**src/mem_config.svh**
```systemverilog
`ifndef MEM_CONFIG_SVH
`define MEM_CONFIG_SVH

// cache line and burst beat geometry
`define MEM_LINE_W          256
`define MEM_BEAT_W          64
`define MEM_BEATS           4

// byte address, bits 4:0 select a byte inside a line
`define MEM_ADDR_W          32

// lines held by the burst memory model
`define MEM_DEPTH_LINES     64

// cycles from an accepted read command to the first read beat
`define MEM_RD_LATENCY      3

// ready drops for REFRESH_LEN cycles out of every REFRESH_PERIOD
`define MEM_REFRESH_PERIOD  23
`define MEM_REFRESH_LEN     2

`endif

```
**src/mem_pkg.sv**
```systemverilog
package mem_pkg;

    // owner of the single line transfer in flight
    typedef enum logic [1:0]
    {
        ARB_IDLE = 2'b00,
        ARB_INST = 2'b01,
        ARB_DATA = 2'b10
    } arb_state_e;

    // opcode on the line request and on the burst bus
    typedef enum logic [1:0]
    {
        BURST_NOP   = 2'b00,
        BURST_READ  = 2'b01,
        BURST_WRITE = 2'b10
    } burst_op_e;

endpackage : mem_pkg

```
**src/cache_arbiter.sv**
```systemverilog
`include "mem_config.svh"

module cache_arbiter
    import mem_pkg::*;
    (
        input  logic                   clk,
        input  logic                   rst,

        // instruction port, read only
        input  logic [`MEM_ADDR_W-1:0] i_inst_addr,
        input  logic                   i_inst_read,
        output logic [`MEM_LINE_W-1:0] o_inst_rdata,
        output logic                   o_inst_resp,

        // data port
        input  logic [`MEM_ADDR_W-1:0] i_data_addr,
        input  logic                   i_data_read,
        input  logic                   i_data_write,
        input  logic [`MEM_LINE_W-1:0] i_data_wdata,
        output logic [`MEM_LINE_W-1:0] o_data_rdata,
        output logic                   o_data_resp,

        // line request towards the burst adapter
        output logic [`MEM_ADDR_W-1:0] o_line_addr,
        output burst_op_e              o_line_op,
        output logic [`MEM_LINE_W-1:0] o_line_wdata,
        input  logic                   i_line_done,
        input  logic [`MEM_LINE_W-1:0] i_line_rdata
    );

    localparam int OFF_W = $clog2(`MEM_LINE_W / 8);

    arb_state_e state;

    logic                   inst_req;
    logic                   data_req;
    logic                   contested;
    logic                   grant_data;
    logic                   done_q;
    logic                   tie_data_q;

    logic [`MEM_ADDR_W-1:0] addr_q;
    burst_op_e              op_q;
    logic [`MEM_LINE_W-1:0] wdata_q;

    assign inst_req  = i_inst_read;
    assign data_req  = i_data_read | i_data_write;
    assign contested = inst_req & data_req;

    // a tie right after a transfer goes to the port that lost the last tie
    always_comb
    begin
        if (contested)
        begin
            grant_data = done_q ? ~tie_data_q : 1'b1;
        end
        else
        begin
            grant_data = data_req;
        end
    end

    always_ff @(posedge clk)
    begin
        if (rst)
        begin
            state      <= ARB_IDLE;
            done_q     <= 1'b0;
            tie_data_q <= 1'b0;
        end
        else
        begin
            done_q <= i_line_done;
            case (state)
                ARB_IDLE:
                begin
                    if (grant_data)
                    begin
                        state <= ARB_DATA;
                    end
                    else if (inst_req)
                    begin
                        state <= ARB_INST;
                    end
                    if (contested)
                    begin
                        tie_data_q <= grant_data;
                    end
                end
                default:
                begin
                    if (i_line_done)
                    begin
                        state <= ARB_IDLE;
                    end
                end
            endcase
        end
    end

    // winner's request, held for the whole transfer
    always_ff @(posedge clk)
    begin
        if (state == ARB_IDLE)
        begin
            if (grant_data)
            begin
                addr_q  <= {i_data_addr[`MEM_ADDR_W-1:OFF_W], OFF_W'(0)};
                op_q    <= i_data_write ? BURST_WRITE : BURST_READ;
                wdata_q <= i_data_wdata;
            end
            else if (inst_req)
            begin
                addr_q <= {i_inst_addr[`MEM_ADDR_W-1:OFF_W], OFF_W'(0)};
                op_q   <= BURST_READ;
            end
        end
    end

    assign o_line_addr  = addr_q;
    assign o_line_op    = (state == ARB_IDLE) ? BURST_NOP : op_q;
    assign o_line_wdata = wdata_q;

    // response goes only to the owner
    assign o_inst_resp  = (state == ARB_INST) & i_line_done;
    assign o_data_resp  = (state == ARB_DATA) & i_line_done;
    assign o_inst_rdata = o_inst_resp ? i_line_rdata : '0;
    assign o_data_rdata = o_data_resp ? i_line_rdata : '0;

    // a done pulse with no owner would be lost
    a_done_owned: assert property (@(posedge clk) disable iff (rst)
        i_line_done |-> (state != ARB_IDLE));

    // the owning port keeps its request up until its response
    a_owner_holds: assert property (@(posedge clk) disable iff (rst)
        (state != ARB_INST || inst_req) && (state != ARB_DATA || data_req));

endmodule : cache_arbiter

```
**config.mk**
```make
export PLATFORM = sky130hd
export DESIGN_NAME = cache_arbiter
export DESIGN_NICKNAME = d
export VERILOG_FILES = /design/src/mem_pkg.sv /design/src/cache_arbiter.sv
export VERILOG_INCLUDE_DIRS = /design/src
export SDC_FILE = /design/constraint.sdc
export NUM_CORES = 1
export LEC_CHECK = 0
export ABC_AREA = 1
export BUFFER_PORTS_ARGS = -buffer_cell sky130_fd_sc_hd__clkbuf_2
export CORE_AREA = 2 2 535 537
export DETAILED_ROUTE_END_ITERATION = 16
export DIE_AREA = 0 0 537 539
export GPL_ROUTABILITY_DRIVEN = 0
export PLACE_DENSITY = 0.3
export SETUP_SLACK_MARGIN = 0.5
export SLEW_MARGIN = 20
export SYNTH_ARGS = -nofsm -noshare
export SYNTH_HDL_FRONTEND = slang
export SYNTH_SLANG_ARGS = --single-unit
```
**constraint.sdc**
```tcl
create_clock -name clk -period 7.51 [get_ports clk]
set_clock_uncertainty 0.05 [all_clocks]
set_input_delay 0.3755 -clock clk [delete_from_list [all_inputs] [get_ports clk]]
set_output_delay 0.3755 -clock clk [all_outputs]
set_load 0.01 [all_outputs]
```
==> impl_metrics.tcl, run 1 <==
set metrics [dict create \
    worstMarginPinSlew_ns 1.042 \
    antenna_found_initial 87 \
    p_int_uw 3578 \
    holdBufCountCts 272 \
    max-clock-path-buffers 3 \
    vdd_drop_max_mv 0.1191 \
    sequentialPowerShare 0.391 \
    status "finished clean" \
    clkSinkCount 289 \
    switchingPower_uw 1657 \
    port-buffer-count 1370 \
    switching_share 0.3165 \
    powerDensity_nw_per_um2 188.2 \
    clkPwrFrac 0.378 \
    ys_warn_count 0 \
    synth_top_area_cell "edfxtp_1" \
    cts_root_buf "clkbuf_16" \
    worstPathRequired_ns 7.08 \
    synth_top_area_frac 0.6852 \
    fmax_mhz 291.9 \
    critPathLaunchType "register" \
    cp.arrival_ns 3.00 \
    viasPerCell 2.347 \
    end_kind "primary output" \
    worst_hold_slack_ns 0.06240 \
    power.total_uw 5234 \
    synth_cell_types 14 \
    cts_setup_buffers 0 \
    ys_seq_area_frac 0.6916 \
    hold_viol_final 0 \
    finalCritPeriodShare 0.4562 \
    first_pass_iters 5 \
    grt_pass1_wl_um 187100 \
    grt_pass1_vias 15580 \
    numCtsBuffers 37 \
    htreeDepth 2 \
    nets 3458 \
    slew_headroom 0.3054 \
    avgSynthCellArea_sq_um 10.03 \
    drtAntennaViolNets 0 \
    pin_count 1386 \
    first_iter_violations 880 \
    drive_above_1_share 0.4959 \
    worstRegToRegCells 6 \
    hold_class "in2reg" \
    hpwl_um 141800 \
    pwr-share-comb 0.231 \
    area_growth_pct 122.7 \
    synth_area_sq_um 12490 \
    dieWidth_um 537 \
    cap_violations 0 \
    cts_resized 0 \
    synth_seq_cells 289 \
    hold-path-cell-count 3 \
    critPathMaxFanout 119 \
    grt.overflow.total 0 \
    num_vias 15690 \
    critPathKind "reg2out" \
    synth_area_leaders "edfxtp_1, nor2_1, inv_1" \
    drv_slew 0 \
    period_needed_ns 3.426 \
    tritoncts "yes" \
    wire_per_inst_um 23.44 \
    rows 196 \
    grt.total_usage 0.1027 \
    p_leak_uw 0.01348 \
    die_area_sq_um 289400 \
    insertion_delay_ns 0.57 \
    wl_um 156700 \
    core_area_sq_um 284000 \
    rsz0062_at_grt "false" \
    finalCoreUtilization 0.09794 \
    start_util 0.04398 \
    die_h_um 539 \
    grt_start_max_net_pins 136 \
    setup_violations 0 \
    drc 0 \
    syn_inst 1245 \
    tns_ns 0 \
    cts.clk_slew.worst_paths_ns 0.06 \
]
routing by layer:
| metal | track usage | wire, um | vias up |
|---|---|---|---|
| met2 | 0.1738 | 72740 | 1150 |
| met1 | 0.1056 | 56220 | 7295 |
| met4 | 0.03727 | 6369 | 6 |
| li1 | - | - | 7011 |
| met3 | 0.05659 | 21360 | 231 |
| met5 | 0 | 41 | - |
power groups by stage:
stage	combinational (uW)	clock (uW)	sequential (uW)
floorplan	248	0	2200
global placement	1120	0	2080
detailed placement	1110	0	2080
CTS	1270	2110	2050
global route	1330	2130	2060
finish	1210	1980	2050
cells in the final DEF (no fill, tap or decap), types with 6 or more instances in the layout:
| master | netlist | layout |
|---|---|---|
| nor2_1 | 520 | 520 |
| clkbuf_1 | 3 | 6 |
| nand2_1 | 92 | 90 |
| dlygate4sd3_1 | 0 | 272 |
| clkinv_1 | 0 | 8 |
| edfxtp_1 | 285 | 285 |
| buf_4 | 7 | 8 |
| inv_1 | 269 | 268 |
| clkbuf_2 | 0 | 1370 |
| bufinv_16 | 0 | 7 |
| diode_2 | 0 | 23 |
| clkbuf_16 | 0 | 39 |
kinds of logic after synthesis:
kind of cell	synth area share
other	0.0003002
flip-flops	0.6916
AND/OR/NAND/NOR	0.1855
AO/OA/AOI/OAI	0.001403
buffers and inverters	0.1212
registers in the layout, indices dropped and copies added, names as in the netlist:
register / count
o_line_wdata: 256
o_line_addr: 27
op_q: 2
state: 2
done_q: 1
tie_data_q: 1
path summary, 6_finish.rpt:
check,start,endpoint,slack [ns]
hold reg to reg,state[0],state[0],0.45
setup reg to reg,done_q,o_line_wdata[101],4.70
setup / recovery,state[0],o_inst_rdata[47],4.08
hold / removal,i_data_addr[27],o_line_addr[27],0.06
cells in the mapped netlist:
master / count
a21boi_0: 1
clkbuf_1: 3
inv_1: 269
nand2_1: 92
dfxtp_1: 4
nand3_1: 4
nor2_1: 520
a21oi_1: 2
conb_1: 1
buf_4: 7
buf_6: 25
edfxtp_1: 285
inv_2: 1
buf_2: 31
through the flow:
| step | setup slack (ns) | std cells | cell area (sq um) |
|---|---|---|---|
| 2_1_floorplan | 1.172 | 1249 | 12510 |
| 3_3_place_gp | 4.364 | 6327 | 23750 |
| 3_5_place_dp | 4.383 | 6327 | 23750 |
| 4_1_cts | 4.055 | 6664 | 27760 |
| 5_1_grt | 3.992 | 6684 | 27810 |
| 6_report | 4.084 | 6687 | 27810 |
worst max-delay path: stages (launching register included):
cell	delay [ns]
dfxtp_1	0.36
inv_1	0.09
nor2_1	0.18
nand2_4	0.41
buf_12	0.37
nor2_1	0.32
clkbuf_2	0.36
final cells by class:
cell class | instances | area [sq um]
multi-input combinational | 624 | 2387
antenna | 23 | 57.56
inverter | 270 | 1021
sequential | 289 | 8638
clock inverter | 20 | 285.3
fill | 33270 | 256200
tap | 3762 | 4707
timing repair buffer | 1654 | 9719
clock buffer | 45 | 998.5
Note: power is estimated with default switching activity, not from simulation.
==> run 2, diff against run 1 <==
ABC_AREA = 0   (was 1)
CORE_AREA = 2 2 547 549   (was 2 2 535 537)
DIE_AREA = 0 0 549 551   (was 0 0 537 539)
clock period = 2.79 ns   (was 7.51 ns; I/O delays follow)
==> run 2 against run 1 <==
Against the previous run:
- wire length up 12%
- final area up 18%
- first-iteration DRC count up 3.8%
- total power rose to 2.7 times the previous value
- register-to-register slack worse by 3.9 ns
- critical endpoint is now o_inst_rdata[88]
- synthesized cell count down 26%
- global-route usage up 0.36 points
- final cell count down 0.18%
- critical path type unchanged
==> impl_metrics.tcl, run 2 <==
set metrics [dict create \
    status "finished clean" \
    insertion_delay_ns 0.58 \
    synth_top_area_cell "edfxtp_1" \
    pin_count 1386 \
    htreeDepth 2 \
    layout_commonest_cell "clkbuf_2" \
    p_int_uw 9733 \
    cap_violations 0 \
    finalCritPeriodShare 0.8482 \
    multi_input_area_sq_um 4220 \
    cts.clk_slew.worst_paths_ns 0.06 \
    cp.arrival_ns 2.18 \
    worst_hold_slack_ns 0.1904 \
    first_pass_iters 5 \
    n_fill_cell 34120 \
    grt.total_usage 0.1063 \
    drv_slew 0 \
    r2r_start "state[0]" \
    finalCoreUtilization 0.1107 \
    synthXorXnorAreaFrac 0 \
    critPathKind "reg2out" \
    synth_area_sq_um 12680 \
    synth-compound-area-share 0.003158 \
    synthAdderAreaFrac 0 \
    postLayoutCellArea_sq_um 32800 \
    period_needed_ns 2.367 \
    muxShareOfSynthArea 0.02990 \
    setup_violations 0 \
    ys_warn_count 0 \
    area_growth_pct 158.7 \
    cp-startpoint "state[1]" \
    slew_headroom 0.5492 \
    vdd_drop_max_mv 0.3569 \
    critPathMaxFanout 7 \
    critPathLaunchType "register" \
    die_h_um 551 \
    numCtsBuffers 36 \
    switching_share 0.3162 \
    synthSimpleGateAreaFrac 0.2602 \
    rr_endpoint "o_line_wdata[149]" \
    tritoncts "yes" \
    port-buffer-count 1370 \
    syn_inst 916 \
    p_leak_uw 0.01407 \
    seqCellArea_sq_um 8646 \
    hold_viol_final 0 \
    pwr-share-comb 0.264 \
    wl_um 175900 \
    powerDensity_nw_per_um2 433.9 \
    synth_cell_types 27 \
    mostFrequentLayoutCells "clkbuf_2, and2_1, dlygate4sd3_1, edfxtp_1, and2_4" \
    drive_above_1_share 0.6450 \
    dieWidth_um 549 \
    rows 200 \
    post-synth-top-count-cell "and2_1" \
    async_flop_share 0 \
    tns_ns 0 \
    sequentialPowerShare 0.385 \
    grt_pass1_wl_um 199100 \
    grt_start_max_net_pins 57 \
    fmax_mhz 422.6 \
    end_kind "primary output" \
    worstMarginPinSlew_ns 0.6762 \
    synth_top_family_by_area "simple AND/OR/NAND/NOR gates" \
    hold_start "i_data_wdata[36]" \
    hold_class "in2reg" \
    clkPwrFrac 0.351 \
    clkSinkCount 289 \
    post_dp_cell_area_sq_um 24520 \
    synth_top_area_frac 0.6750 \
    switchingPower_uw 4500 \
    synth_enable_flop_cells 285 \
    core_area_sq_um 296300 \
    ys_seq_area_frac 0.6813 \
    nets 3264 \
    synth_area_leaders "edfxtp_1, and2_1, mux2_4" \
    synthFlopType "edfxtp_1" \
    antenna_found_initial 69 \
    rsz0062_at_grt "true" \
    hpwl_um 148900 \
    viasPerCell 2.329 \
    start_util 0.04280 \
    drtAntennaViolNets 0 \
    num_vias 15550 \
    r2r_slack_ns 0.81 \
    avgSynthCellArea_sq_um 13.84 \
    grt_pass1_vias 15540 \
    hold-path-cell-count 2 \
    wire_per_inst_um 26.35 \
    finalNonFillerCells 6675 \
    drc 0 \
    worstRegToRegCells 5 \
    min_to "o_line_wdata[36]" \
    synth_seq_cells 289 \
    synthTopCellsByCount "and2_1, edfxtp_1, clkbuf_1, mux2_4, mux2_2" \
    dp.cells 6191 \
    max-clock-path-buffers 3 \
    first_iter_violations 913 \
    grt.overflow.total 0 \
    largest_register_ffs 256 \
    die_area_sq_um 302500 \
    cts_root_buf "clkbuf_16" \
    worstPathRequired_ns 2.60 \
]
-- run 2: cell count changes in the layout (fill, tap and decap cells not counted), sizes merged, moves of 6 or more --
cell / delta
and2: +514
buf: +274
clkbuf: -193
diode: +6
dlygate4sd3: +46
inv: -264
mux2: +27
nand2: -91
nor2: -515
-- run 2: worst max-delay path by stage --
stage | to | depth (start not counted)
after floorplan | o_line_wdata[0] | 2
after global placement | o_data_rdata[19] | 5
after detailed placement | o_inst_rdata[46] | 6
after CTS | o_data_rdata[17] | 7
after global routing | o_inst_rdata[88] | 8
final | o_inst_rdata[88] | 8
-- run 2: what timing repair did --
item / in CTS / in global routing
setup endpoints to repair: 452 / 419
resized for setup: 163 / 663
pin swaps: 4 / 73
hold buffers: 318 / 0
cloned: 21 / 28
endpoints found under the hold margin: 289 / 0
setup buffers: 20 / 5
-- run 2: through the flow --
step                      worst slack (ns)  total power (uW)
after CTS                           0.3928             14330
after global placement              0.8046              8459
after floorplan                   -0.08294              6360
after detailed placement            0.8130              8446
after global routing                0.3490             14920
final                               0.4235             14230
-- run 2: power by group through the flow --
| stage | registers (uW) | clock network, uW | logic (uW) |
|---|---|---|---|
| floorplan | 5790 | 0 | 569 |
| global placement | 5580 | 0 | 2880 |
| detailed placement | 5580 | 0 | 2860 |
| CTS | 5490 | 5280 | 3560 |
| global route | 5510 | 5380 | 4030 |
| finish | 5480 | 5000 | 3750 |
-- run 2: final cells by class --
class                   count  share of cell area
clock buffers              41             0.02804
inverters                   2           0.0002289
diodes                     29            0.002212
multi-input cells         565              0.1287
repair buffers           1788              0.4175
clock inverters            22            0.009498
flip-flops and latches    289              0.2636
well taps                3939              0.1503
-- run 2: cells by family (layout without fill, tap and decap cells) --
| kind of cell | Yosys count | after routing |
|---|---|---|
| AOI/OAI and AO/OA | 5 | 5 |
| muxes | 27 | 27 |
| and+or+nand+nor | 528 | 528 |
| buffers and inverters | 66 | 1853 |
| other | 1 | 34 |
| DFF | 289 | 289 |
-- run 2: worst max-delay path, cell delays in order, from the launching register on --
cell and delay, ns:
dfxtp_4 0.35, buf_6 0.12, nor2_4 0.17, buf_12 0.20, buf_12 0.17, buf_12 0.13, clkbuf_16 0.15, and2_4 0.14
buf_6 0.09
-- run 2: routing by layer --
metal	track usage	wire length, um	up-vias
met4	0.04471	7673	14
met2	0.1742	81660	1117
li1	-	-	6657
met5	0	94	-
met1	0.1071	60450	7537
met3	0.06728	26010	224
==> run 3, diff against run 2 <==
CORE_AREA = 2 2 539 541   (was 2 2 547 549)
DIE_AREA = 0 0 541 543   (was 0 0 549 551)
clock period = 2.2 ns   (was 2.79 ns; I/O delays follow)
==> run 3 against run 2 <==
Against the previous run:
- the flow now finishes with violations (setup timing)
- clock power increased by 20%
- combinational power increased by 20%
- wire length fell by 4.1%
- sequential share of layout area increased by 1.1 points
- highest routed layer unchanged
- flip-flop and latch count did not move
- first-iteration DRC count up 4.3%
- final area is 3.9% lower
- final cell count fell by 2.5%
- die area down 2.9%
==> impl_metrics.tcl, run 3 (synthesis gave the netlist of run 2 again) <==
set metrics [dict create \
    grt.total_usage 0.1063 \
    drc 0 \
    die_area_sq_um 293800 \
    rr_endpoint "o_line_wdata[54]" \
    core_area_sq_um 287400 \
    wl_um 168600 \
    critPathMaxFanout 8 \
    end_kind "primary output" \
    first_pass_iters 5 \
    crit_path_max_incr_delay_ns 0.36 \
    cp_cell_sequence "nor3b_4 -> buf_12 -> buf_16 -> buf_16 -> and2_4 -> clkbuf_8" \
    period_needed_ns 2.285 \
    tns_ns -11.54 \
    postLayoutCellArea_sq_um 31510 \
    grt_pass1_vias 15830 \
    vdd_drop_max_mv 0.5285 \
    hold_start "i_data_wdata[133]" \
    tritoncts "yes" \
    num_vias 15310 \
    finalCritPeriodShare 1.039 \
    grt_pass1_wl_um 194700 \
    mostFrequentLayoutCells "clkbuf_2, and2_1, dlygate4sd3_1, edfxtp_1, and2_4" \
    place_ws_ns 0.2317 \
    path_buf_inv 4 \
    cp-startpoint "state[0]" \
    pwr-share-comb 0.257 \
    worstPathRequired_ns 2.04 \
    drtAntennaViolNets 0 \
    grt.overflow.total 0 \
    critPathKind "reg2out" \
    hold_class "in2reg" \
    nets 3249 \
    hold-path-cell-count 2 \
    insertion_delay_ns 0.58 \
    critPathLaunchType "register" \
    port-buffer-count 1370 \
    min_to "o_line_wdata[133]" \
    switching_share 0.3163 \
    seqCellArea_sq_um 8646 \
    htreeDepth 2 \
    pin_count 1386 \
    fmax_mhz 437.7 \
    powerDensity_nw_per_um2 554.8 \
    wl_met1_um 56760 \
    status "complete, but fails checks" \
    rows 197 \
    wire_per_inst_um 25.90 \
    dp.cells 6051 \
    worst_slack_ns -0.08476 \
    worst_hold_slack_ns 0.1880 \
    setup_violations 295 \
    clkPwrFrac 0.345 \
    crit_top_cell "buf_16" \
    drv_slew 0 \
    switchingPower_uw 5530 \
    die_h_um 543 \
    worstRegToRegCells 6 \
    area_growth_pct 148.5 \
    start_util 0.04412 \
    viasPerCell 2.352 \
    top_layer "met5" \
    cap_violations 0 \
    drive_above_1_share 0.6032 \
    path_delay_family "buffers and inverters" \
    clkSinkCount 289 \
    hpwl_um 143500 \
    slowest_stage "dfxtp_4" \
    r2r_slack_ns 0.25 \
    cts.clk_slew.worst_paths_ns 0.06 \
    layout_commonest_cell "clkbuf_2" \
    antenna_found_initial 85 \
    hold_viol_final 0 \
    rsz0062_at_grt "true" \
    largest_register_ffs 256 \
    finalNonFillerCells 6510 \
    first_iter_violations 952 \
    n_fill_cell 33130 \
    dieWidth_um 541 \
    failed_checks "setup timing" \
    p_leak_uw 0.01362 \
    multi_input_area_sq_um 3965 \
    max-clock-path-buffers 3 \
    wl_met3_um 19110 \
    r2r_start "state[1]" \
    p_int_uw 11950 \
    crit_cells 6 \
    sequentialPowerShare 0.399 \
    grt_start_max_net_pins 67 \
    numCtsBuffers 36 \
    route.met2.wl_um 85470 \
    cp.arrival_ns 2.12 \
    cts_root_buf "clkbuf_16" \
    post_dp_cell_area_sq_um 25190 \
]
run 3: worst register-to-register path, cell delays in order (launching register included):
cell and delay (ns):
dfxtp_4 0.34, buf_6 0.12, buf_4 0.13, nor2_4 0.17, and3_4 0.26, buf_12 0.21, buf_12 0.34
run 3: layout make-up:
class / instances / area share
multi-input combinational: 565 / 0.1258
inverter: 2 / 0.0002382
tap: 3781 / 0.1501
clock inverter: 19 / 0.005241
sequential: 289 / 0.2743
antenna: 35 / 0.002779
timing repair buffer: 1773 / 0.4104
clock buffer: 46 / 0.03109
run 3: worst max path at each step:
stage | endpoint | slack, ns
after global placement | o_data_rdata[254] | 0.27
after detailed placement | o_data_rdata[252] | 0.23
after floorplan | o_line_wdata[0] | -0.67
final | o_data_rdata[252] | -0.08
after CTS | o_data_rdata[17] | -0.23
after global routing | o_data_rdata[87] | -0.20
run 3: timing repair:
| action | in CTS | in global routing |
|---|---|---|
| setup endpoints to repair | 676 | 783 |
| cloned | 14 | 14 |
| pin swaps | 12 | 28 |
| hold buffers | 317 | 0 |
| endpoints found under the hold margin | 289 | 0 |
| buffers inserted | 12 | 2 |
| resized for setup | 152 | 238 |
run 3: power by group through the flow:
stage	logic, uW	registers [uW]	clock network [uW]
6_report	4490	6970	6020
2_1_floorplan	721	7340	0
3_5_place_dp	3660	7100	0
4_1_cts	4490	6980	6370
5_1_grt	4850	7020	6430
3_3_place_gp	3670	7090	0
run 3: per-stage QoR:
stage / power (uW) / util
6_report: 17480 / 0.1097
5_1_grt: 18290 / 0.1096
4_1_cts: 17830 / 0.1064
3_5_place_dp: 10750 / 0.08763
3_3_place_gp: 10760 / 0.08763
2_1_floorplan: 8066 / -
run 3: metal layers:
metal | vias up | GRT usage
met4 | 22 | 0.03914
met2 | 1120 | 0.1932
met5 | - | 0
met3 | 228 | 0.05268
met1 | 7288 | 0.1025
li1 | 6656 | -
