[config.mk]
export PLATFORM = sky130hd
export DESIGN_NAME = burst_adapter
export DESIGN_NICKNAME = d
export VERILOG_FILES = /design/src/mem_pkg.sv /design/src/burst_adapter.sv
export VERILOG_INCLUDE_DIRS = /design/src
export SDC_FILE = /design/constraint.sdc
export NUM_CORES = 1
export LEC_CHECK = 0
export ABC_AREA = 1
export BUFFER_PORTS_ARGS = -buffer_cell sky130_fd_sc_hd__buf_2
export CORE_AREA = 2 2 280 282
export DETAILED_ROUTE_END_ITERATION = 10
export DIE_AREA = 0 0 282 284
export PLACE_DENSITY_LB_ADDON = 0.15
export SYNTH_ARGS = -nofsm -noshare
export SYNTH_HDL_FRONTEND = slang
export SYNTH_SLANG_ARGS = --single-unit
[constraint.sdc]
create_clock -name clk -period 17.2 [get_ports clk]
set_clock_uncertainty 0.15 [all_clocks]
set_input_delay 0 -clock clk [delete_from_list [all_inputs] [get_ports clk]]
set_output_delay 0 -clock clk [all_outputs]
set_load 0.02 [all_outputs]
[src/mem_config.svh]
`ifndef MEM_CONFIG_SVH
`define MEM_CONFIG_SVH

// cache line and burst beat geometry
`define MEM_LINE_W          256
`define MEM_BEAT_W          64
`define MEM_BEATS           4

// byte address, bits 4:0 select a byte inside a line
`define MEM_ADDR_W          32

// lines held by the burst memory model
`define MEM_DEPTH_LINES     64

// cycles from an accepted read command to the first read beat
`define MEM_RD_LATENCY      3

// ready drops for REFRESH_LEN cycles out of every REFRESH_PERIOD
`define MEM_REFRESH_PERIOD  23
`define MEM_REFRESH_LEN     2

`endif

[src/mem_pkg.sv]
package mem_pkg;

    // owner of the single line transfer in flight
    typedef enum logic [1:0]
    {
        ARB_IDLE = 2'b00,
        ARB_INST = 2'b01,
        ARB_DATA = 2'b10
    } arb_state_e;

    // opcode on the line request and on the burst bus
    typedef enum logic [1:0]
    {
        BURST_NOP   = 2'b00,
        BURST_READ  = 2'b01,
        BURST_WRITE = 2'b10
    } burst_op_e;

endpackage : mem_pkg

[src/burst_adapter.sv]
`include "mem_config.svh"

module burst_adapter
    import mem_pkg::*;
    (
        input  logic                   clk,
        input  logic                   rst,

        // line request from the arbiter
        input  logic [`MEM_ADDR_W-1:0] i_line_addr,
        input  burst_op_e              i_line_op,
        input  logic [`MEM_LINE_W-1:0] i_line_wdata,
        output logic                   o_line_done,
        output logic [`MEM_LINE_W-1:0] o_line_rdata,

        // burst memory bus
        output burst_op_e              o_bm_op,
        output logic [`MEM_ADDR_W-1:0] o_bm_addr,
        output logic [`MEM_BEAT_W-1:0] o_bm_wdata,
        input  logic                   i_bm_ready,
        input  logic [`MEM_BEAT_W-1:0] i_bm_rdata,
        input  logic                   i_bm_rvalid
    );

    localparam int BEATS = `MEM_BEATS;
    localparam int CNT_W = $clog2(BEATS);

    typedef enum logic [1:0]
    {
        SEQ_IDLE  = 2'b00,
        SEQ_WRITE = 2'b01,
        SEQ_RCMD  = 2'b10,
        SEQ_RDATA = 2'b11
    } seq_state_e;

    seq_state_e             seq;
    logic [CNT_W-1:0]       beat_cnt;
    logic                   busy;
    logic                   done_q;
    logic                   start;
    logic                   last_beat;
    logic [`MEM_LINE_W-1:0] rdata_q;

    // busy stays set until the arbiter lets go of the finished request
    assign start     = (seq == SEQ_IDLE) && !busy && (i_line_op != BURST_NOP);
    assign last_beat = (beat_cnt == CNT_W'(BEATS - 1));

    always_ff @(posedge clk)
    begin
        if (rst)
        begin
            seq      <= SEQ_IDLE;
            beat_cnt <= '0;
            busy     <= 1'b0;
            done_q   <= 1'b0;
        end
        else
        begin
            done_q <= 1'b0;
            case (seq)
                SEQ_IDLE:
                begin
                    if (start)
                    begin
                        busy     <= 1'b1;
                        beat_cnt <= '0;
                        seq      <= (i_line_op == BURST_WRITE) ? SEQ_WRITE : SEQ_RCMD;
                    end
                    else if (i_line_op == BURST_NOP)
                    begin
                        busy <= 1'b0;
                    end
                end
                SEQ_WRITE:
                begin
                    if (i_bm_ready)
                    begin
                        beat_cnt <= beat_cnt + 1'b1;
                        if (last_beat)
                        begin
                            seq    <= SEQ_IDLE;
                            done_q <= 1'b1;
                        end
                    end
                end
                SEQ_RCMD:
                begin
                    if (i_bm_ready)
                    begin
                        seq <= SEQ_RDATA;
                    end
                end
                SEQ_RDATA:
                begin
                    if (i_bm_rvalid)
                    begin
                        beat_cnt <= beat_cnt + 1'b1;
                        if (last_beat)
                        begin
                            seq    <= SEQ_IDLE;
                            done_q <= 1'b1;
                        end
                    end
                end
            endcase
        end
    end

    // lowest beat arrives first and ends up in the low bits
    always_ff @(posedge clk)
    begin
        if (seq == SEQ_RDATA && i_bm_rvalid)
        begin
            rdata_q <= {i_bm_rdata, rdata_q[`MEM_LINE_W-1:`MEM_BEAT_W]};
        end
    end

    always_comb
    begin
        case (seq)
            SEQ_WRITE: o_bm_op = BURST_WRITE;
            SEQ_RCMD:  o_bm_op = BURST_READ;
            default:   o_bm_op = BURST_NOP;
        endcase
    end

    assign o_bm_addr    = i_line_addr;
    assign o_bm_wdata   = i_line_wdata[beat_cnt * `MEM_BEAT_W +: `MEM_BEAT_W];
    assign o_line_done  = done_q;
    assign o_line_rdata = rdata_q;

    a_rvalid_expected: assert property (@(posedge clk) disable iff (rst)
        i_bm_rvalid |-> (seq == SEQ_RDATA));

endmodule : burst_adapter

==> impl_metrics.py, run 1 <==
metrics = {
    "min_path": {
        "hold_class": "in -> reg",
        "hold_depth": 2,
        "holdPathEnd": "o_line_rdata[195]$_DFFE_PP_",
        "hp-start": "i_bm_rdata[3]",
    },
    "final_layout": {
        "fin_util": 0.219,
        "multi_input_comb_area_um2": 1820,
        "drive_gt1_frac": 0.480,
        "area_growth_pct": 64.9,
        "nFillCells": 8497,
        "seqCellArea_um2": 7810,
        "nNetsFinal": 1844,
    },
    "timing": {
        "relSlewSlack": 0.264,
        "rsz0062_at_grt": "no",
        "tns_ns": 0,
        "maxSlewViolCount": 0,
        "whs_ns": 0.0299,
        "min_period_ns": 3.41,
        "hold_viol": 0,
        "finalCritPeriodShare": 0.198,
        "setup_violations": 0,
        "max_freq_mhz": 293,
        "tightest_slew_ns": 1.10,
        "setup_slack_ns": 13.79,
    },
    "power_and_ir_drop": {
        "peakVddDrop_uv": 73.4,
        "leakagePower_nw": 6.77,
        "power.share.clock": 0.331,
        "p_int_w": 0.00123,
        "p_comb_frac": 0.239,
        "p_sw_frac": 0.325,
        "p_sw_w": 0.000594,
        "power_w": 0.00182,
        "pwr-share-seq": 0.430,
        "powerDensity_nw_per_um2": 108,
    },
    "synthesis": {
        "ys_warn_count": 0,
        "synth_commonest_cells": "256 x edfxtp_1, 124 x nor2_1, 86 x o21ai_0",
        "synth_seq_area_share": 0.765,
        "synth_seq_cells": 262,
        "synth.most_common_cell": "edfxtp_1",
        "async_reset_ff_frac": 0,
        "syn_avg_cell_area_um2": 14.3,
        "syn_inst": 712,
        "syn_area_um2": 10200,
        "yosys_most_used_dff": "edfxtp_1",
        "synth_top_area_share": 0.753,
        "ys_top_cells_by_area": "edfxtp_1 75%, nor2_1 4.6%, o21ai_0 4.2%",
        "synth_nets": 1071,
        "synth_top_area_cell": "edfxtp_1",
        "synth_edf_count": 256,
        "yosysUniqueCellTypes": 25,
    },
    "setup_path": {
        "r2r_start": "seq[1]$_SDFFE_PP0P_",
        "ff2ff_path_depth": 3,
        "critPathArrivalTime_ns": 3.26,
        "crit_buf_inv": 3,
        "cpLargestDelayFamily": "buffers and inverters",
        "cpPeakStageDelay_ns": 0.74,
        "path_cells": "inv_4 -> buf_4 -> o21ai_1 -> o22ai_1 -> buf_2",
        "end_kind": "output pin",
        "critPathLaunchType": "flop",
        "path_max_fanout": 79,
        "r2r_end": "o_line_rdata[63]$_DFFE_PP_",
        "r2r_slack_ns": 14.40,
        "crit_type": "reg -> out",
        "cp_slowest_cell": "buf_4",
        "required_ns": 17.05,
    },
    "place": {
        "dp_slack_ns": 14.36,
        "dp_hpwl_um": 40600,
        "io_buffers": 648,
        "gp_routability_congestion": 1.04,
    },
    "global_route": {
        "antenna_found_initial": 12,
        "top_usage_layer": "met2",
        "grt_pass1_wl_um": 68300,
        "use_met2": 0.203,
        "grt_util_met3": 0.0480,
        "grt_pass1_vias": 9127,
        "grt_max_degree": 169,
        "grtUsageMet1": 0.132,
        "grt-ovfl-total": 0,
        "grtUsageTotal": 0.119,
    },
    "run_status": {
        "status": "complete, no violations",
    },
    "die": {
        "start_util": 0.133,
        "core_area_um2": 77000,
        "num_io_pins": 713,
        "die_x_um": 282,
        "num_rows": 102,
        "die-area_um2": 80100,
        "die_y_um": 284,
    },
    "route": {
        "ant_nets": 0,
        "vias": 9049,
        "drc": 0,
        "dr.pass1.iters": 5,
        "viasPerCell": 3.54,
        "dr.first_iter.drc_count": 523,
        "finalWirelength_um": 50600,
        "avgRoutedWirePerCell_um": 19.8,
    },
    "clock_network": {
        "cts_sinks": 262,
        "clk_root_buffer_cell": "clkbuf_16",
        "cts_buffers": 31,
        "clk_pin_slew_ns": 0.06,
        "htreeDepth": 1,
        "clockBufferDepth": 3,
        "clock_latency_ns": 0.58,
        "cts_tree": "built",
    },
    "flow_run": {
        "drv_cap": 0,
    },
}
==> cells by family (layout without fill, tap and decap cells) <==
family,Yosys count,count (layout),synth area share
flops,262,262,0.765
simple gates,158,158,0.0628
compound gates,203,203,0.114
buf+inv,88,885,0.0574
fa+ha+maj,1,1,0.00123
other cells,0,4,0
==> layout by cell type, fill, tap and decap left out, types with 2 or more instances in the layout <==
cell           count
clkinv_2           4
nand3_1            3
diode_2            4
o22ai_2           10
inv_1              9
clkbuf_1           6
clkbuf_16         31
inv_2              3
inv_6              2
o21ai_1           46
nand2_1           17
buf_4              4
a21oi_1            6
dlygate4sd3_1    162
nor2_2            11
dfxtp_1            4
clkinv_4           3
buf_2            648
edfxtp_1         256
o22ai_1           54
nor2_1           123
o21ai_0           86
clkinv_1           9
nor2_4             2
==> layout make-up <==
| class | instances | area share |
|---|---|---|
| flip-flops and latches | 262 | 0.464 |
| repair buffers | 815 | 0.292 |
| multi-input cells | 362 | 0.108 |
| well taps | 1040 | 0.0773 |
| clock buffers | 37 | 0.0474 |
| clock inverters | 20 | 0.00743 |
| inverters | 13 | 0.00305 |
| diodes | 4 | 0.000595 |
==> layer usage <==
layer / vias up / routed length [µm]
met5: - / 90
met4: 14 / 1770
met3: 83 / 5450
met2: 508 / 24400
met1: 4270 / 18900
li1: 4174 / -
==> flip-flops by register name, indices dropped and copies added, names as in the netlist <==
| name | flops |
|---|---|
| beat_cnt | 2 |
| busy | 1 |
| seq | 2 |
| o_line_done | 1 |
| o_line_rdata | 256 |
==> per-stage QoR <==
step | instance area [µm²] | cells
global route | 16800 | 2552
global placement | 14300 | 2330
floorplan | 10200 | 712
finish | 16800 | 2553
detailed placement | 14300 | 2330
CTS | 16800 | 2549
==> how the worst max path moves through the flow <==
stage,start,to,slack (ns),depth (start not counted)
floorplan,seq[1]$_SDFFE_PP0P_,o_line_rdata[0]$_DFFE_PP_,5.00,3
global placement,seq[1]$_SDFFE_PP0P_,o_line_rdata[217]$_DFFE_PP_,14.37,3
detailed placement,seq[1]$_SDFFE_PP0P_,o_line_rdata[217]$_DFFE_PP_,14.36,3
CTS,beat_cnt[0]$_SDFFE_PP0P_,o_bm_wdata[60],13.81,5
global route,beat_cnt[0]$_SDFFE_PP0P_,o_bm_wdata[60],13.52,5
finish,beat_cnt[0]$_SDFFE_PP0P_,o_bm_wdata[53],13.79,5
==> power groups by stage <==
stage / sequential [W] / clock (W) / combinational (W)
global placement: 0.000798 / 0 / 0.000406
CTS: 0.000786 / 0.000641 / 0.000441
floorplan: 0.000839 / 0 / 0.000222
detailed placement: 0.000799 / 0 / 0.000403
finish: 0.000784 / 0.000605 / 0.000436
global route: 0.000792 / 0.000661 / 0.000470
==> what timing repair did <==
item | CTS | global route
hold endpoints to repair | 120 | 0
setup buffers | 0 | 0
hold buffers | 162 | 0
resized for setup | 0 | 0
(Power assumes the default switching activity.)
==> run 2: changes to the inputs <==
==> constraint.sdc (replaced) <==
create_clock -name clk -period 3.19 [get_ports clk]
set_clock_uncertainty 0.15 [all_clocks]
set_input_delay 0 -clock clk [delete_from_list [all_inputs] [get_ports clk]]
set_output_delay 0 -clock clk [all_outputs]
set_load 0.02 [all_outputs]
==> run 2 against run 1 <==
  * Sequential power increased to 5.4 times the previous value
  * Hold slack got worse by 0.0062 ns
  * Cell count increased by 0.43%
  * Combinational power increased to 5.7 times the previous value
  * Critical path depth decreased by 1
  * Non-clock buffer count increased by 5
==> impl_metrics.py, run 2 (same netlist as run 1, synthesis figures left out) <==
metrics = {
    "clock_network": {
        "clockBufferDepth": 3,
        "cts_sinks": 262,
        "clk_pin_slew_ns": 0.06,
        "clk_root_buffer_cell": "clkbuf_16",
        "cts_tree": "built",
        "clock_latency_ns": 0.58,
        "post_cts_resized": 0,
        "cts_buffers": 31,
        "htreeDepth": 1,
    },
    "final_layout": {
        "fin_util": 0.221,
        "final_common_cell": "buf_2",
        "drive_gt1_frac": 0.487,
        "largest_reg_flops": 256,
        "nNetsFinal": 1849,
        "final_cell_mix": "648 x buf_2, 256 x edfxtp_1, 157 x dlygate4sd3_1",
        "area_growth_pct": 66.8,
    },
    "setup_path": {
        "cpLargestDelayFamily": "buffers and inverters",
        "path_cells": "buf_4 -> o21ai_0 -> o22ai_1 -> buf_2",
        "required_ns": 3.04,
        "crit_buf_inv": 2,
        "end_kind": "output pin",
        "path_max_fanout": 56,
        "cpPeakStageDelay_ns": 0.59,
        "cp_slowest_cell": "dfxtp_4",
        "critPathLaunchType": "flop",
        "critPathArrivalTime_ns": 2.69,
        "crit_type": "reg -> out",
    },
    "global_route": {
        "grt_max_degree": 86,
        "grt_pass1_wl_um": 68800,
        "grtUsageTotal": 0.119,
        "grt_pass1_vias": 9423,
        "grt-ovfl-total": 0,
        "antenna_found_initial": 18,
    },
    "route": {
        "dr.first_iter.drc_count": 538,
        "viasPerCell": 3.53,
        "finalWirelength_um": 50800,
        "drc": 0,
        "vias": 9056,
        "avgRoutedWirePerCell_um": 19.8,
        "ant_nets": 0,
        "dr.pass1.iters": 5,
    },
    "die": {
        "die_y_um": 284,
        "num_io_pins": 713,
        "die_x_um": 282,
        "core_area_um2": 77000,
        "die-area_um2": 80100,
        "start_util": 0.133,
        "num_rows": 102,
    },
    "timing": {
        "setup_violations": 0,
        "relSlewSlack": 0.587,
        "max_freq_mhz": 353,
        "rsz0062_at_grt": "no",
        "hold_viol": 0,
        "min_period_ns": 2.84,
        "whs_ns": 0.0237,
        "tightest_slew_ns": 0.619,
        "finalCritPeriodShare": 0.889,
        "maxSlewViolCount": 0,
    },
    "power_and_ir_drop": {
        "leakagePower_nw": 6.87,
        "peakVddDrop_uv": 407,
        "powerDensity_nw_per_um2": 602,
    },
    "place": {
        "io_buffers": 648,
        "gp_routability_congestion": 0.945,
        "dp_hpwl_um": 41200,
    },
    "min_path": {
        "hold_class": "in -> reg",
    },
    "flow_run": {
        "drv_cap": 0,
    },
    "run_status": {
        "status": "complete, no violations",
    },
}
[run 2: cell count changes in the layout (fill, tap and decap cells not counted), moves of 3 or more]
cell	delta
dlygate4sd3_1	-5
buf_12	+4
diode_2	+5
bufinv_16	+4
clkinv_4	-3
buf_4	+6
[run 2: layout make-up]
cell class,instances,area [µm²]
Fill cell,8450,59900
Sequential cell,262,7820
Timing Repair Buffer,820,4990
Multi-Input combinational cell,362,1830
Tap cell,1040,1300
Clock buffer,37,798
Clock inverter,21,221
Inverter,13,51.3
Antenna cell,9,22.5
[run 2: final timing paths]
check | from | to | slack [ns] | depth (start not counted)
worst min-delay path | i_bm_rdata[8] | o_line_rdata[200]$_DFFE_PP_ | 0.02 | 2
worst max-delay path | beat_cnt[0]$_SDFFE_PP0P_ | o_bm_wdata[5] | 0.35 | 4
worst min register to register | o_line_rdata[87]$_DFFE_PP_ | o_line_rdata[23]$_DFFE_PP_ | 0.29 | 0
worst max register to register | beat_cnt[0]$_SDFFE_PP0P_ | beat_cnt[1]$_SDFFE_PP0P_ | 0.87 | 5
[run 2: report_power, final]
group	total (W)	internal, W	switching [W]
combinational	0.00247	0.000824	0.00164
clock	0.00358	0.00211	0.00147
sequential	0.00420	0.00405	0.000152
total	0.0103	0.00699	0.00326
[run 2: per-stage QoR]
| stage | total power (W) | std cells | setup TNS, ns | instance area, µm² | worst slack [ns] |
|---|---|---|---|---|---|
| after floorplan | 0.00568 | 712 | -428.61 | 10200 | -1.67 |
| after global placement | 0.00661 | 2340 | 0 | 14400 | 0.957 |
| after detailed placement | 0.00660 | 2340 | 0 | 14400 | 0.925 |
| after CTS | 0.0105 | 2555 | 0 | 17000 | 0.272 |
| after global routing | 0.0108 | 2562 | 0 | 17000 | 0.164 |
| final | 0.0103 | 2564 | 0 | 17000 | 0.355 |
[run 2: metal layers]
metal	vias to the layer above	track usage	share of wire
li1	4191	-	-
met1	4246	0.135	0.38
met2	516	0.204	0.49
met3	87	0.0379	0.091
met4	16	0.0517	0.039
met5	-	0	0.0021
[run 2: timing repair]
action | CTS | global route
hold buffers | 157 | 0
endpoints found under the setup margin | 0 | 0
hold endpoints to repair | 121 | 0
buffers inserted | 0 | 0
==> run 3: changes to the inputs <==
--- a/config.mk
+++ b/config.mk
@@ -11,7 +11,8 @@
 export CORE_AREA = 2 2 280 282
 export DETAILED_ROUTE_END_ITERATION = 10
 export DIE_AREA = 0 0 282 284
-export PLACE_DENSITY_LB_ADDON = 0.15
+export GPL_TIMING_DRIVEN = 0
+export PLACE_DENSITY = 0.39
 export SYNTH_ARGS = -nofsm -noshare
 export SYNTH_HDL_FRONTEND = slang
 export SYNTH_SLANG_ARGS = --single-unit
==> run 3 against run 2 <==
  * Utilization is 0.22 points higher
  * Critical path type unchanged
  * Highest routed layer unchanged
  * Final area up 0.98%
  * Sequential share of layout area down 0.48 points
  * Setup slack lost 0.026 ns
==> impl_metrics.py, run 3 (same netlist as run 1, synthesis figures left out) <==
metrics = {
    "die": {
        "num_io_pins": 713,
        "die-area_um2": 80100,
        "die_y_um": 284,
        "start_util": 0.133,
        "num_rows": 102,
        "die_x_um": 282,
        "core_area_um2": 77000,
    },
    "final_layout": {
        "multi_input_comb_area_um2": 1840,
        "seqCellArea_um2": 7810,
        "nFillCells": 8417,
        "area_growth_pct": 68.5,
        "drive_gt1_frac": 0.521,
        "largest_reg_flops": 256,
        "final_common_cell": "buf_2",
        "nNetsFinal": 1905,
        "final_cell_mix": "687 x buf_2, 256 x edfxtp_1, 123 x nor2_1",
    },
    "route": {
        "finalWirelength_um": 46400,
        "dr.pass1.iters": 5,
        "viasPerCell": 3.57,
        "avgRoutedWirePerCell_um": 17.8,
        "drc": 0,
        "vias": 9326,
        "ant_nets": 0,
        "dr.first_iter.drc_count": 427,
    },
    "min_path": {
        "hold_depth": 2,
        "hp-start": "i_bm_rdata[4]",
        "hold_class": "in -> reg",
        "holdPathEnd": "o_line_rdata[196]$_DFFE_PP_",
    },
    "power_and_ir_drop": {
        "p_sw_frac": 0.318,
        "peakVddDrop_uv": 355,
        "p_sw_w": 0.00326,
        "p_comb_frac": 0.264,
        "leakagePower_nw": 7.08,
        "power_w": 0.0103,
        "power.share.clock": 0.331,
        "powerDensity_nw_per_um2": 596,
        "pwr-share-seq": 0.405,
        "p_int_w": 0.00699,
    },
    "setup_path": {
        "path_cells": "clkinv_1 -> clkbuf_1 -> o21ai_1 -> o22ai_1 -> buf_2",
        "ff2ff_path_depth": 8,
        "r2r_slack_ns": 0.42,
        "required_ns": 3.04,
        "critPathArrivalTime_ns": 2.71,
        "cpPeakStageDelay_ns": 0.51,
        "cpLargestDelayFamily": "buffers and inverters",
        "r2r_end": "o_line_rdata[181]$_DFFE_PP_",
        "end_kind": "output pin",
        "r2r_start": "seq[1]$_SDFFE_PP0P_",
        "cp_slowest_cell": "clkbuf_1",
        "crit_type": "reg -> out",
        "critPathLaunchType": "flop",
        "crit_buf_inv": 3,
        "path_max_fanout": 10,
    },
    "clock_network": {
        "post_cts_resized": 0,
        "clk_pin_slew_ns": 0.06,
        "clk_root_buffer_cell": "clkbuf_16",
        "postCtsSetupRepairBufs": 0,
        "cts_buffers": 29,
        "clock_latency_ns": 0.57,
        "cts_sinks": 262,
        "htreeDepth": 1,
        "cts_tree": "built",
        "clockBufferDepth": 3,
    },
    "timing": {
        "relSlewSlack": 0.352,
        "setup_violations": 0,
        "setup_slack_ns": 0.329,
        "maxSlewViolCount": 0,
        "max_freq_mhz": 349,
        "tightest_slew_ns": 0.971,
        "min_period_ns": 2.86,
        "rsz0062_at_grt": "no",
        "hold_viol": 0,
        "finalCritPeriodShare": 0.897,
    },
    "place": {
        "io_buffers": 680,
        "gp_routability_congestion": 0.897,
        "dp_hpwl_um": 38100,
        "dp_slack_ns": 0.0319,
    },
    "global_route": {
        "grt_pass1_vias": 9552,
        "grt-ovfl-total": 0,
        "antenna_found_initial": 10,
        "grt_max_degree": 38,
        "grtUsageTotal": 0.107,
        "grt_pass1_wl_um": 63200,
    },
    "run_status": {
        "status": "complete, no violations",
    },
    "flow_run": {
        "drv_cap": 0,
    },
}
==> run 3: changes by cell type in the layout (fill, tap and decap cells not counted), moves of 3 or more <==
cell | before | now
clkinv_1 | 10 | 6
buf_2 | 648 | 687
buf_4 | 10 | 37
clkbuf_1 | 6 | 24
dlygate4sd3_1 | 157 | 115
diode_2 | 9 | 1
buf_6 | 0 | 12
clkinv_2 | 2 | 5
==> run 3: worst register-to-register path, cell delays in order, from the launching register on <==
cell and delay (ns):
dfxtp_2 0.32, buf_6 0.14, nand2_4 0.10, nor2_4 0.40
buf_12 0.29, buf_12 0.26, buf_12 0.25, buf_12 0.26
buf_12 0.27
==> run 3: layer usage <==
metal | wire length (µm) | global-route usage
met5 | 7 | 0
met3 | 4020 | 0.0271
met1 | 16600 | 0.112
met2 | 23700 | 0.198
met4 | 2110 | 0.0505
==> run 3: per-stage QoR <==
| stage | utilization | setup TNS, ns | instances | instance area (µm²) | hold slack (ns) |
|---|---|---|---|---|---|
| finish | 0.223 | 0 | 2610 | 17200 | 0.0248 |
| global route | 0.223 | 0 | 2610 | 17200 | 0.00482 |
| CTS | 0.223 | 0 | 2606 | 17200 | 0.00215 |
| detailed placement | 0.196 | 0 | 2439 | 15100 | 0.0282 |
| global placement | 0.194 | -868.34 | 2432 | 14900 | 0.0275 |
| floorplan | - | -428.61 | 712 | 10200 | -0.0809 |
==> run 3: power by group through the flow <==
stage | registers, W | logic [W] | clock network (W)
floorplan | 0.00447 | 0.00121 | 0
global placement | 0.00427 | 0.00259 | 0
detailed placement | 0.00423 | 0.00262 | 0
CTS | 0.00416 | 0.00275 | 0.00353
global route | 0.00418 | 0.00290 | 0.00367
finish | 0.00415 | 0.00271 | 0.00339
==> run 3: worst max-delay path by stage <==
stage | from | end | depth (start not counted)
floorplan | seq[1]$_SDFFE_PP0P_ | o_line_rdata[0]$_DFFE_PP_ | 3
global placement | seq[1]$_SDFFE_PP0P_ | o_line_rdata[217]$_DFFE_PP_ | 3
detailed placement | seq[1]$_SDFFE_PP0P_ | o_line_rdata[245]$_DFFE_PP_ | 8
CTS | seq[1]$_SDFFE_PP0P_ | o_line_rdata[117]$_DFFE_PP_ | 8
global route | beat_cnt[1]$_SDFFE_PP0P_ | o_bm_wdata[8] | 5
finish | beat_cnt[1]$_SDFFE_PP0P_ | o_bm_wdata[62] | 5
==> run 3: cell type report <==
class / count / share of cell area
multi-input cells: 363 / 0.107
clock inverters: 18 / 0.0121
well taps: 1040 / 0.0757
diodes: 1 / 0.000146
inverters: 13 / 0.00298
flip-flops and latches: 262 / 0.454
repair buffers: 802 / 0.273
plain buffers: 75 / 0.0315
clock buffers: 36 / 0.0437
==> run 3: repair_timing <==
item,in CTS,in global routing
endpoints found under the hold margin,95,2
hold buffers,113,2
setup endpoints to repair,0,69
